<file path="src/lsp_macros.svh">
`ifndef LSP_MACROS_SVH
`define LSP_MACROS_SVH

// Frame geometry
`define LSP_ORDER     10
`define POLY_COEFFS   6
`define GRID_POINTS   61
`define BISECT_STEPS  4

// Leading coefficient of both polynomials
`define COEFF_INIT    1024

// Datapath widths
`define WORD_W        16
`define ACC_W         32

`endif

</file>
<file path="src/lspTypesPkg.sv">
`include "lsp_macros.svh"

package lspTypesPkg;

	typedef logic signed [`WORD_W-1:0] wordT;
	typedef logic signed [`ACC_W-1:0] accT;

	// Sum and difference polynomials with the leading term at index 0
	typedef struct packed {
		wordT [`POLY_COEFFS-1:0] sumPoly;
		wordT [`POLY_COEFFS-1:0] diffPoly;
	} polyCoeffsT;

	typedef enum logic [2:0] {
		sIdle,
		sGridStep,
		sEvalWait,
		sBracketTest,
		sBisect,
		sEmit,
		sDone
	} searchStateT;

	typedef enum logic {
		stCollect,
		stStream
	} storeStateT;

endpackage

</file>
<file path="src/lspTablesPkg.sv">
`include "lsp_macros.svh"

package lspTablesPkg;
	import lspTypesPkg::*;

	// 32760 * cos(pi * j / 60)
	localparam wordT cosGrid [0:`GRID_POINTS-1] = '{
		32760, 32715, 32581, 32357, 32044, 31644, 31157, 30584,
		29928, 29189, 28371, 27475, 26503, 25459, 24345, 23165,
		21921, 20617, 19256, 17842, 16380, 14873, 13325, 11740,
		10123, 8479, 6811, 5125, 3424, 1715, 0,
		-1715, -3424, -5125, -6811, -8479, -10123, -11740, -13325,
		-14873, -16380, -17842, -19256, -20617, -21921, -23165, -24345,
		-25459, -26503, -27475, -28371, -29189, -29928, -30584, -31157,
		-31644, -32044, -32357, -32581, -32715, -32760
	};

	// Old LSP bank contents after reset
	localparam wordT lspDefault [0:`LSP_ORDER-1] = '{
		30000, 26000, 21000, 15000, 8000,
		0, -8000, -15000, -21000, -26000
	};

endpackage

</file>
<file path="src/lspIfs.sv">
interface chebIf import lspTypesPkg::*; ();
	logic evalStart;
	wordT evalX;      // Held until evalDone
	logic polySel;    // High picks the difference polynomial
	logic evalDone;
	accT evalResult;

	modport master (output evalStart, evalX, polySel, input evalDone, evalResult);
	modport slave (input evalStart, evalX, polySel, output evalDone, evalResult);
endinterface

interface rootIf import lspTypesPkg::*; ();
	logic rootValid;
	logic [3:0] rootIndex;
	wordT rootData;
	logic searchDone;
	logic [3:0] rootCount; // Qualified by searchDone

	modport master (output rootValid, rootIndex, rootData, searchDone, rootCount);
	modport slave (input rootValid, rootIndex, rootData, searchDone, rootCount);
endinterface

</file>
<file path="src/chebEval.sv">
`include "lsp_macros.svh"

module chebEval import lspTypesPkg::*; (
	input logic clk,
	input logic reset,
	input polyCoeffsT coeffs,
	chebIf.slave cheb
);

	localparam int LAST_STEP = `POLY_COEFFS - 1;

	logic [2:0] step; // Zero while idle
	accT b1;
	accT b2;
	wordT coef;
	accT coefExt;
	accT prod;
	accT stepSum;
	logic isLast;

	////////////////////
	// Shared multiplier and adder

	assign coef = cheb.polySel ? coeffs.diffPoly[step] : coeffs.sumPoly[step];
	assign coefExt = accT'(coef);
	assign prod = accT'(cheb.evalX) * b1;
	assign isLast = (step == 3'(LAST_STEP));

	// Final step halves both the product and the tail coefficient
	assign stepSum = (isLast ? (prod >>> 15) : (prod >>> 14)) - b2
		+ (isLast ? (coefExt >>> 1) : coefExt);

	////////////////////
	// Step sequencing

	always_ff @(posedge clk)
	begin
		if (reset)
		begin
			step <= '0;
			cheb.evalDone <= 1'b0;
		end
		else
		begin
			cheb.evalDone <= 1'b0;
			if (step == '0)
			begin
				if (cheb.evalStart)
					step <= 3'd1;
			end
			else if (isLast)
			begin
				step <= '0;
				cheb.evalDone <= 1'b1;
			end
			else
				step <= step + 3'd1;
		end
	end

	always_ff @(posedge clk)
	begin
		if (step == '0)
		begin
			b1 <= coefExt; // c0 is ready when start arrives
			b2 <= '0;
		end
		else if (!isLast)
		begin
			b2 <= b1;
			b1 <= stepSum;
		end
		else
			cheb.evalResult <= stepSum;
	end

endmodule

</file>
<file path="src/coeffBuilder.sv">
`include "lsp_macros.svh"

module coeffBuilder import lspTypesPkg::*; (
	input logic clk,
	input logic reset,
	input logic start,
	input logic aWrite,
	input logic [3:0] aAddr,
	input wordT aData,
	output polyCoeffsT coeffs,
	output logic coeffReady,
	output logic busy,
	input logic frameDone
);

	wordT aReg [1:`LSP_ORDER];
	logic building;
	logic [2:0] stepIdx;
	logic [3:0] loIdx;
	logic [3:0] hiIdx;
	wordT pairSum;
	wordT pairDiff;
	wordT sumTerm;
	wordT diffTerm;
	logic startOk;

	assign startOk = start && !busy;

	// a[i+1] paired with a[10-i]
	assign loIdx = {1'b0, stepIdx} + 4'd1;
	assign hiIdx = 4'(`LSP_ORDER) - {1'b0, stepIdx};
	assign pairSum = aReg[loIdx] + aReg[hiIdx];
	assign pairDiff = aReg[loIdx] - aReg[hiIdx];
	assign sumTerm = pairSum >>> 2;
	assign diffTerm = pairDiff >>> 2;

	always_ff @(posedge clk)
	begin
		if (aWrite && !busy && aAddr >= 4'd1 && aAddr <= 4'(`LSP_ORDER))
			aReg[aAddr] <= aData;
	end

	always_ff @(posedge clk)
	begin
		if (reset)
		begin
			busy <= 1'b0;
			building <= 1'b0;
			stepIdx <= '0;
			coeffReady <= 1'b0;
		end
		else
		begin
			coeffReady <= 1'b0;
			if (startOk)
			begin
				busy <= 1'b1;
				building <= 1'b1;
				stepIdx <= '0;
			end
			else if (frameDone)
				busy <= 1'b0;
			if (building)
			begin
				stepIdx <= stepIdx + 3'd1;
				if (stepIdx == 3'(`POLY_COEFFS - 2))
				begin
					building <= 1'b0;
					coeffReady <= 1'b1; // Last coefficient lands with this edge
				end
			end
		end
	end

	// One coefficient pair per cycle
	always_ff @(posedge clk)
	begin
		if (startOk)
		begin
			coeffs.sumPoly[0] <= wordT'(`COEFF_INIT);
			coeffs.diffPoly[0] <= wordT'(`COEFF_INIT);
		end
		else if (building)
		begin
			coeffs.sumPoly[loIdx] <= sumTerm - coeffs.sumPoly[stepIdx];
			coeffs.diffPoly[loIdx] <= diffTerm + coeffs.diffPoly[stepIdx];
		end
	end

endmodule

</file>
<file path="src/lspStore.sv">
`include "lsp_macros.svh"

module lspStore import lspTypesPkg::*, lspTablesPkg::*; (
	input logic clk,
	input logic reset,
	rootIf.slave root,
	output logic lspValid,
	output logic [3:0] lspIndex,
	output wordT lspData,
	output logic usedOld,
	output logic done
);

	storeStateT state;
	wordT newBank [0:`LSP_ORDER-1];
	wordT oldBank [0:`LSP_ORDER-1];
	logic [3:0] streamIdx;
	logic lastOut;

	assign lastOut = lspValid && (lspIndex == 4'(`LSP_ORDER - 1));

	always_ff @(posedge clk)
	begin
		if (root.rootValid)
			newBank[root.rootIndex] <= root.rootData;
	end

	////////////////////
	// Fallback and streaming

	always_ff @(posedge clk)
	begin
		if (reset)
		begin
			state <= stCollect;
			streamIdx <= '0;
			usedOld <= 1'b0;
			lspValid <= 1'b0;
			done <= 1'b0;
			for (int i = 0; i < `LSP_ORDER; i++)
				oldBank[i] <= lspDefault[i];
		end
		else
		begin
			lspValid <= 1'b0;
			done <= lastOut; // One cycle behind the last word
			case (state)
				stCollect:
				begin
					if (root.searchDone)
					begin
						usedOld <= (root.rootCount != 4'(`LSP_ORDER));
						streamIdx <= '0;
						state <= stStream;
					end
				end
				stStream:
				begin
					lspValid <= 1'b1;
					lspIndex <= streamIdx;
					if (usedOld)
						lspData <= oldBank[streamIdx];
					else
					begin
						lspData <= newBank[streamIdx];
						oldBank[streamIdx] <= newBank[streamIdx]; // Good frame becomes history
					end
					streamIdx <= streamIdx + 4'd1;
					if (streamIdx == 4'(`LSP_ORDER - 1))
						state <= stCollect;
				end
				default:
					state <= stCollect;
			endcase
		end
	end

endmodule

</file>
<file path="src/lspTop.sv">
module lspTop import lspTypesPkg::*; (
	input logic clk,
	input logic reset,
	input logic start,
	input logic aWrite,
	input logic [3:0] aAddr,
	input wordT aData,
	output logic busy,
	output logic lspValid,
	output logic [3:0] lspIndex,
	output wordT lspData,
	output logic usedOld,
	output logic done
);

	polyCoeffsT coeffs;
	logic coeffReady;

	chebIf chebBus ();
	rootIf rootBus ();

	// Frame control and polynomial build
	coeffBuilder u_coeffBuilder (
		.clk        (clk),
		.reset      (reset),
		.start      (start),
		.aWrite     (aWrite),
		.aAddr      (aAddr),
		.aData      (aData),
		.coeffs     (coeffs),
		.coeffReady (coeffReady),
		.busy       (busy),
		.frameDone  (done)
	);

	chebEval u_chebEval (
		.clk    (clk),
		.reset  (reset),
		.coeffs (coeffs),
		.cheb   (chebBus.slave)
	);

	rootSearch u_rootSearch (
		.clk        (clk),
		.reset      (reset),
		.coeffReady (coeffReady),
		.cheb       (chebBus.master),
		.root       (rootBus.master)
	);

	lspStore u_lspStore (
		.clk      (clk),
		.reset    (reset),
		.root     (rootBus.slave),
		.lspValid (lspValid),
		.lspIndex (lspIndex),
		.lspData  (lspData),
		.usedOld  (usedOld),
		.done     (done)
	);

endmodule

</file>
<file path="src/rootSearch.sv">
`include "lsp_macros.svh"

module rootSearch import lspTypesPkg::*, lspTablesPkg::*; (
	input logic clk,
	input logic reset,
	input logic coeffReady,
	chebIf.master cheb,
	rootIf.master root
);

	searchStateT state;
	logic [5:0] gridIdx;
	logic [3:0] rootCnt;
	logic [2:0] bisCnt;
	logic polySel;
	logic evalMid;  // Pending evaluation is at xMid
	logic evalTest; // Bracket test follows
	wordT xLow;
	wordT xHigh;
	wordT xMid;
	accT yLow;
	accT yHigh;
	wordT xHalf;
	logic [5:0] nextIdx;
	logic midBelow;
	logic bracket;

	assign xHalf = (xLow >>> 1) + (xHigh >>> 1);
	assign nextIdx = gridIdx + 6'd1;

	// Root lies between low and mid
	assign midBelow = (yLow[`ACC_W-1] != cheb.evalResult[`ACC_W-1])
		|| (cheb.evalResult == '0);
	assign bracket = (yLow == '0) || (yLow[`ACC_W-1] != yHigh[`ACC_W-1]);

	assign cheb.evalX = evalMid ? xMid : xLow;
	assign cheb.polySel = polySel;
	assign root.rootCount = rootCnt;

	////////////////////
	// Search FSM

	always_ff @(posedge clk)
	begin
		if (reset)
		begin
			state <= sIdle;
			gridIdx <= '0;
			rootCnt <= '0;
			bisCnt <= '0;
			polySel <= 1'b0;
			evalMid <= 1'b0;
			evalTest <= 1'b0;
			cheb.evalStart <= 1'b0;
			root.rootValid <= 1'b0;
			root.searchDone <= 1'b0;
		end
		else
		begin
			cheb.evalStart <= 1'b0;
			root.rootValid <= 1'b0;
			root.searchDone <= 1'b0;
			case (state)
				sIdle:
				begin
					if (coeffReady)
					begin
						gridIdx <= '0;
						rootCnt <= '0;
						polySel <= 1'b0; // Sum polynomial first
						xLow <= cosGrid[0];
						evalMid <= 1'b0;
						evalTest <= 1'b0;
						cheb.evalStart <= 1'b1;
						state <= sEvalWait;
					end
				end
				sEvalWait:
				begin
					if (cheb.evalDone && evalMid)
					begin
						if (midBelow)
						begin
							xHigh <= xMid;
							yHigh <= cheb.evalResult;
						end
						else
						begin
							xLow <= xMid;
							yLow <= cheb.evalResult;
						end
						bisCnt <= bisCnt + 3'd1;
						if (bisCnt == 3'(`BISECT_STEPS - 1))
							state <= sEmit;
						else
							state <= sBisect;
					end
					else if (cheb.evalDone)
					begin
						yLow <= cheb.evalResult;
						if (evalTest)
							state <= sBracketTest;
						else
							state <= sGridStep;
					end
				end
				sGridStep:
				begin
					if (rootCnt < 4'(`LSP_ORDER) && gridIdx < 6'(`GRID_POINTS - 1))
					begin
						gridIdx <= nextIdx;
						xHigh <= xLow;
						yHigh <= yLow;
						xLow <= cosGrid[nextIdx];
						evalMid <= 1'b0;
						evalTest <= 1'b1;
						cheb.evalStart <= 1'b1;
						state <= sEvalWait;
					end
					else
						state <= sDone;
				end
				sBracketTest:
				begin
					bisCnt <= '0;
					if (bracket)
						state <= sBisect;
					else
						state <= sGridStep;
				end
				sBisect:
				begin
					xMid <= xHalf;
					evalMid <= 1'b1;
					cheb.evalStart <= 1'b1;
					state <= sEvalWait;
				end
				sEmit:
				begin
					root.rootValid <= 1'b1;
					root.rootIndex <= rootCnt;
					root.rootData <= xHalf;
					rootCnt <= rootCnt + 4'd1;
					xLow <= xHalf;
					polySel <= !polySel; // Roots alternate between polynomials
					evalMid <= 1'b0;
					evalTest <= 1'b0;
					cheb.evalStart <= 1'b1;
					state <= sEvalWait;
				end
				sDone:
				begin
					root.searchDone <= 1'b1;
					state <= sIdle;
				end
				default:
					state <= sIdle;
			endcase
		end
	end

endmodule

</file>
<file path="config.mk">
export PLATFORM = sky130hd
export DESIGN_NAME = lspTop
export DESIGN_NICKNAME = d
export VERILOG_FILES = /design/src/lspTypesPkg.sv /design/src/lspTablesPkg.sv /design/src/lspIfs.sv /design/src/chebEval.sv /design/src/coeffBuilder.sv /design/src/lspStore.sv /design/src/lspTop.sv /design/src/rootSearch.sv
export VERILOG_INCLUDE_DIRS = /design/src
export SDC_FILE = /design/constraint.sdc
export NUM_CORES = 2
export LEC_CHECK = 0
export ABC_AREA = 1
export CELL_PAD_IN_SITES_DETAIL_PLACEMENT = 0
export CELL_PAD_IN_SITES_GLOBAL_PLACEMENT = 1
export CORE_ASPECT_RATIO = 1.75
export CORE_MARGIN = 3
export CORE_UTILIZATION = 30
export DETAILED_ROUTE_END_ITERATION = 12
export DONT_BUFFER_PORTS = 1
export GPL_ROUTABILITY_DRIVEN = 0
export PLACE_DENSITY = 0.49
export SLEW_MARGIN = 0
export SYNTH_ARGS = -nofsm -noshare
export SYNTH_HDL_FRONTEND = slang
export SYNTH_SLANG_ARGS = --single-unit
</file>
<file path="constraint.sdc">
create_clock -name clk -period 9.4 [get_ports clk]
set_input_delay 1.88 -clock clk [delete_from_list [all_inputs] [get_ports clk]]
set_output_delay 1.88 -clock clk [all_outputs]
set_load 0.01 [all_outputs]
</file>
==> flow_summary.json <==
{
  "drtAntennaViolNets": 0,
  "fp.coreArea_sq_mm": 0.2077,
  "dr.pass1.iters": 8,
  "min_period_ns": 9.156,
  "maxSlewHeadroom": 0.1557,
  "fmax_ghz": 0.1092,
  "viasPerCell": 4.961,
  "insertion_delay_ns": 0.75,
  "cp_max_fo": 9,
  "dp_hpwl_microns": 180400,
  "grt_pass1_wl_microns": 350800,
  "path_class": "flop to flop",
  "initial_core_util": 0.3025,
  "crit_top_cell": "nand2_1",
  "cp.arrival_ns": 9.62,
  "synth-seq-cells": 1028,
  "synth-seq-area-share": 0.4742,
  "row_count": 221,
  "cts.clk_slew.worst_paths_ns": 0.07,
  "wl_per_cell_microns": 24.80,
  "dp_cells": 9626,
  "final.setup_skew_ns": 0.04300,
  "synth_warnings": 0,
  "grt_overflow": 0,
  "synth-main-ff-cell": "edfxtp_1",
  "cts_buffer_depth": 3,
  "finalHoldViolCount": 0,
  "syn_to_final_growth_pct": 15.98,
  "async_reset_ff_frac": 0,
  "io_pins": 48,
  "cp_data_required_time_ns": 9.87,
  "place_ws_ns": -0.3921,
  "dieArea_sq_mm": 0.2151,
  "gr-usage-met2": 0.4561,
  "finalNonFillerCells": 9835,
  "worst_path_max_delay_cell": "fa_1",
  "drive_gt1_frac": 0.1117,
  "timing.final.ws_setup_ns": 0.2441,
  "grt_usage": 0.2261,
  "grt_start_max_net_pins": 134,
  "grt_util_met3": 0.02138,
  "syn-num-nets": 7283,
  "grt_busiest_layer": "met2",
  "setup_violations": 0,
  "endpoint_kind": "flop",
  "grt_pass1_vias": 51500,
  "ys_types": 60,
  "syn_area_sq_mm": 0.06281,
  "finalWirelength_microns": 243900,
  "post-route-period-util": 0.9740,
  "cpPeakStageDelay_ns": 0.56,
  "cts-buffers-inserted": 109,
  "antenna_found_initial": 3,
  "avgSynthCellArea_sq_um": 9.365,
  "die_h_microns": 611.3,
  "cts_max_level": 3,
  "synth_edf_count": 920,
  "start_kind": "flop",
  "grt_util_met1": 0.2098,
  "nNetsFinal": 7527,
  "cts_tree": "done",
  "vias": 48790,
  "hold_class": "flop to flop",
  "drv_slew": 0,
  "cts_sinks": 1028,
  "drt_iter0_drc": 2942,
  "drc": 0,
  "synth_cells": 6707,
  "die_w_microns": 351.9,
  "worst_slew_pin_slew_ns": 1.253,
  "status": "finished clean",
  "max_cap_viol_count": 0,
  "root_buffer": "clkbuf_16",
  "portBuffers": 0
}
critical path, delay by kind of cell, from the launching register on:
kind,cells,cell delay [ns]
AOI/OAI and AO/OA,2,0.46
xor gates and xnor gates,1,0.18
adders and majority gates,9,4.19
buffers and inverters,14,1.59
DFF,1,0.37
and+or+nand+nor,16,2.11
synth_stat cells, types with 34 or more instances:
cell type / count / area, sq um
a211oi_1: 35 / 262.8
a21oi_1: 375 / 1877
buf_2: 56 / 280.3
clkbuf_1: 235 / 882.1
clkinv_1: 34 / 127.6
dfxtp_1: 108 / 2162
edfxtp_1: 920 / 27630
fa_1: 337 / 6746
ha_1: 215 / 2690
inv_1: 919 / 3450
nand2_1: 1156 / 4339
nand3_1: 185 / 925.9
nor2_1: 734 / 2755
nor3_1: 46 / 230.2
o211ai_1: 48 / 360.4
o21ai_0: 675 / 3378
o221ai_1: 65 / 569.3
o22ai_1: 99 / 619.3
xor2_1: 82 / 718.2
layout make-up:
| type | instances | area (sq um) |
|---|---|---|
| Fill cell | 21360 | 134800 |
| Antenna cell | 3 | 7.507 |
| Sequential cell | 1028 | 29800 |
| Inverter | 967 | 3643 |
| Clock inverter | 71 | 705.7 |
| Timing Repair Buffer | 459 | 3749 |
| Multi-Input combinational cell | 4386 | 28580 |
| Tap cell | 2787 | 3487 |
| Clock buffer | 134 | 2874 |
what timing repair did:
item,4_1_cts,5_1_grt
hold buffers,0,0
resized for setup,19,68
buffers inserted,0,1
pin swaps,0,9
endpoints found under the setup margin,35,47
final timing paths:
| path | startpoint | to | slack, ns | depth (start not counted) |
|---|---|---|---|---|
| setup / recovery | u_rootSearch.evalMid$_SDFFE_PP0P_ | u_chebEval.b1[28]$_DFFE_PN_ | 0.24 | 42 |
| hold / removal | u_chebEval.cheb.evalResult[6]$_DFFE_PP_ | u_rootSearch.yLow[6]$_DFFE_PP_ | 0.45 | 0 |
| setup reg to reg | u_rootSearch.evalMid$_SDFFE_PP0P_ | u_chebEval.b1[28]$_DFFE_PN_ | 0.24 | 42 |
| hold reg to reg | u_chebEval.cheb.evalResult[6]$_DFFE_PP_ | u_rootSearch.yLow[6]$_DFFE_PP_ | 0.45 | 0 |
layout by cell type, fill, tap and decap left out, drive strengths merged, types with 17 or more instances in the layout:
cell and count:
o2111ai 17, inv 945, xor2 82, o21ai 696
a21oi 375, o22ai 99, buf 459, mux2i 27
nand3 187, a31oi 17, fa 337, clkbuf 134
dfxtp 108, clkinv 73, nand4 20, ha 215
nor4 26, edfxtp 920, nor2 744, o221ai 65
a22oi 33, a211oi 35, nor3 47, nand2 1169
xnor2 32, o211ai 48
flip-flops by register name (all words and copies together), names as in the netlist, 32 cells and up, named ones only:
signal and count:
u_chebEval.cheb.evalResult 32, u_rootSearch.yLow 32, u_lspStore.newBank 160, u_chebEval.b1 32, u_coeffBuilder.coeffs 192, u_lspStore.oldBank 256
u_chebEval.b2 32, u_coeffBuilder.aReg 160
routing by layer:
| metal | vias to the layer above | share of wire |
|---|---|---|
| met2 | 1041 | 0.57 |
| li1 | 22960 | - |
| met5 | - | 0 |
| met3 | 489 | 0.028 |
| met4 | 0 | 0.080 |
| met1 | 24300 | 0.32 |
kinds of logic after synthesis:
kind of cell | synth area share
AND/OR/NAND/NOR | 0.1422
multiplexers | 0.004303
XOR/XNOR | 0.01590
adder cells (fa/ha/maj) | 0.1502
flip-flops | 0.4742
buffers and inverters | 0.07884
AO/OA/AOI/OAI | 0.1343
per-stage QoR:
step	cell area, sq um	util	TNS [ns]	hold WS, ns
floorplan	62810	-	0	0.4268
global placement	68860	0.3316	-4.297	0.4356
detailed placement	68860	0.3316	-4.143	0.4355
CTS	72530	0.3492	0	0.4393
global route	72840	0.3508	-0.04105	0.4559
finish	72850	0.3508	0	0.4465
Power is not shown: default switching activity piles up to over one toggle a cycle in this logic, so the estimate is an artifact.
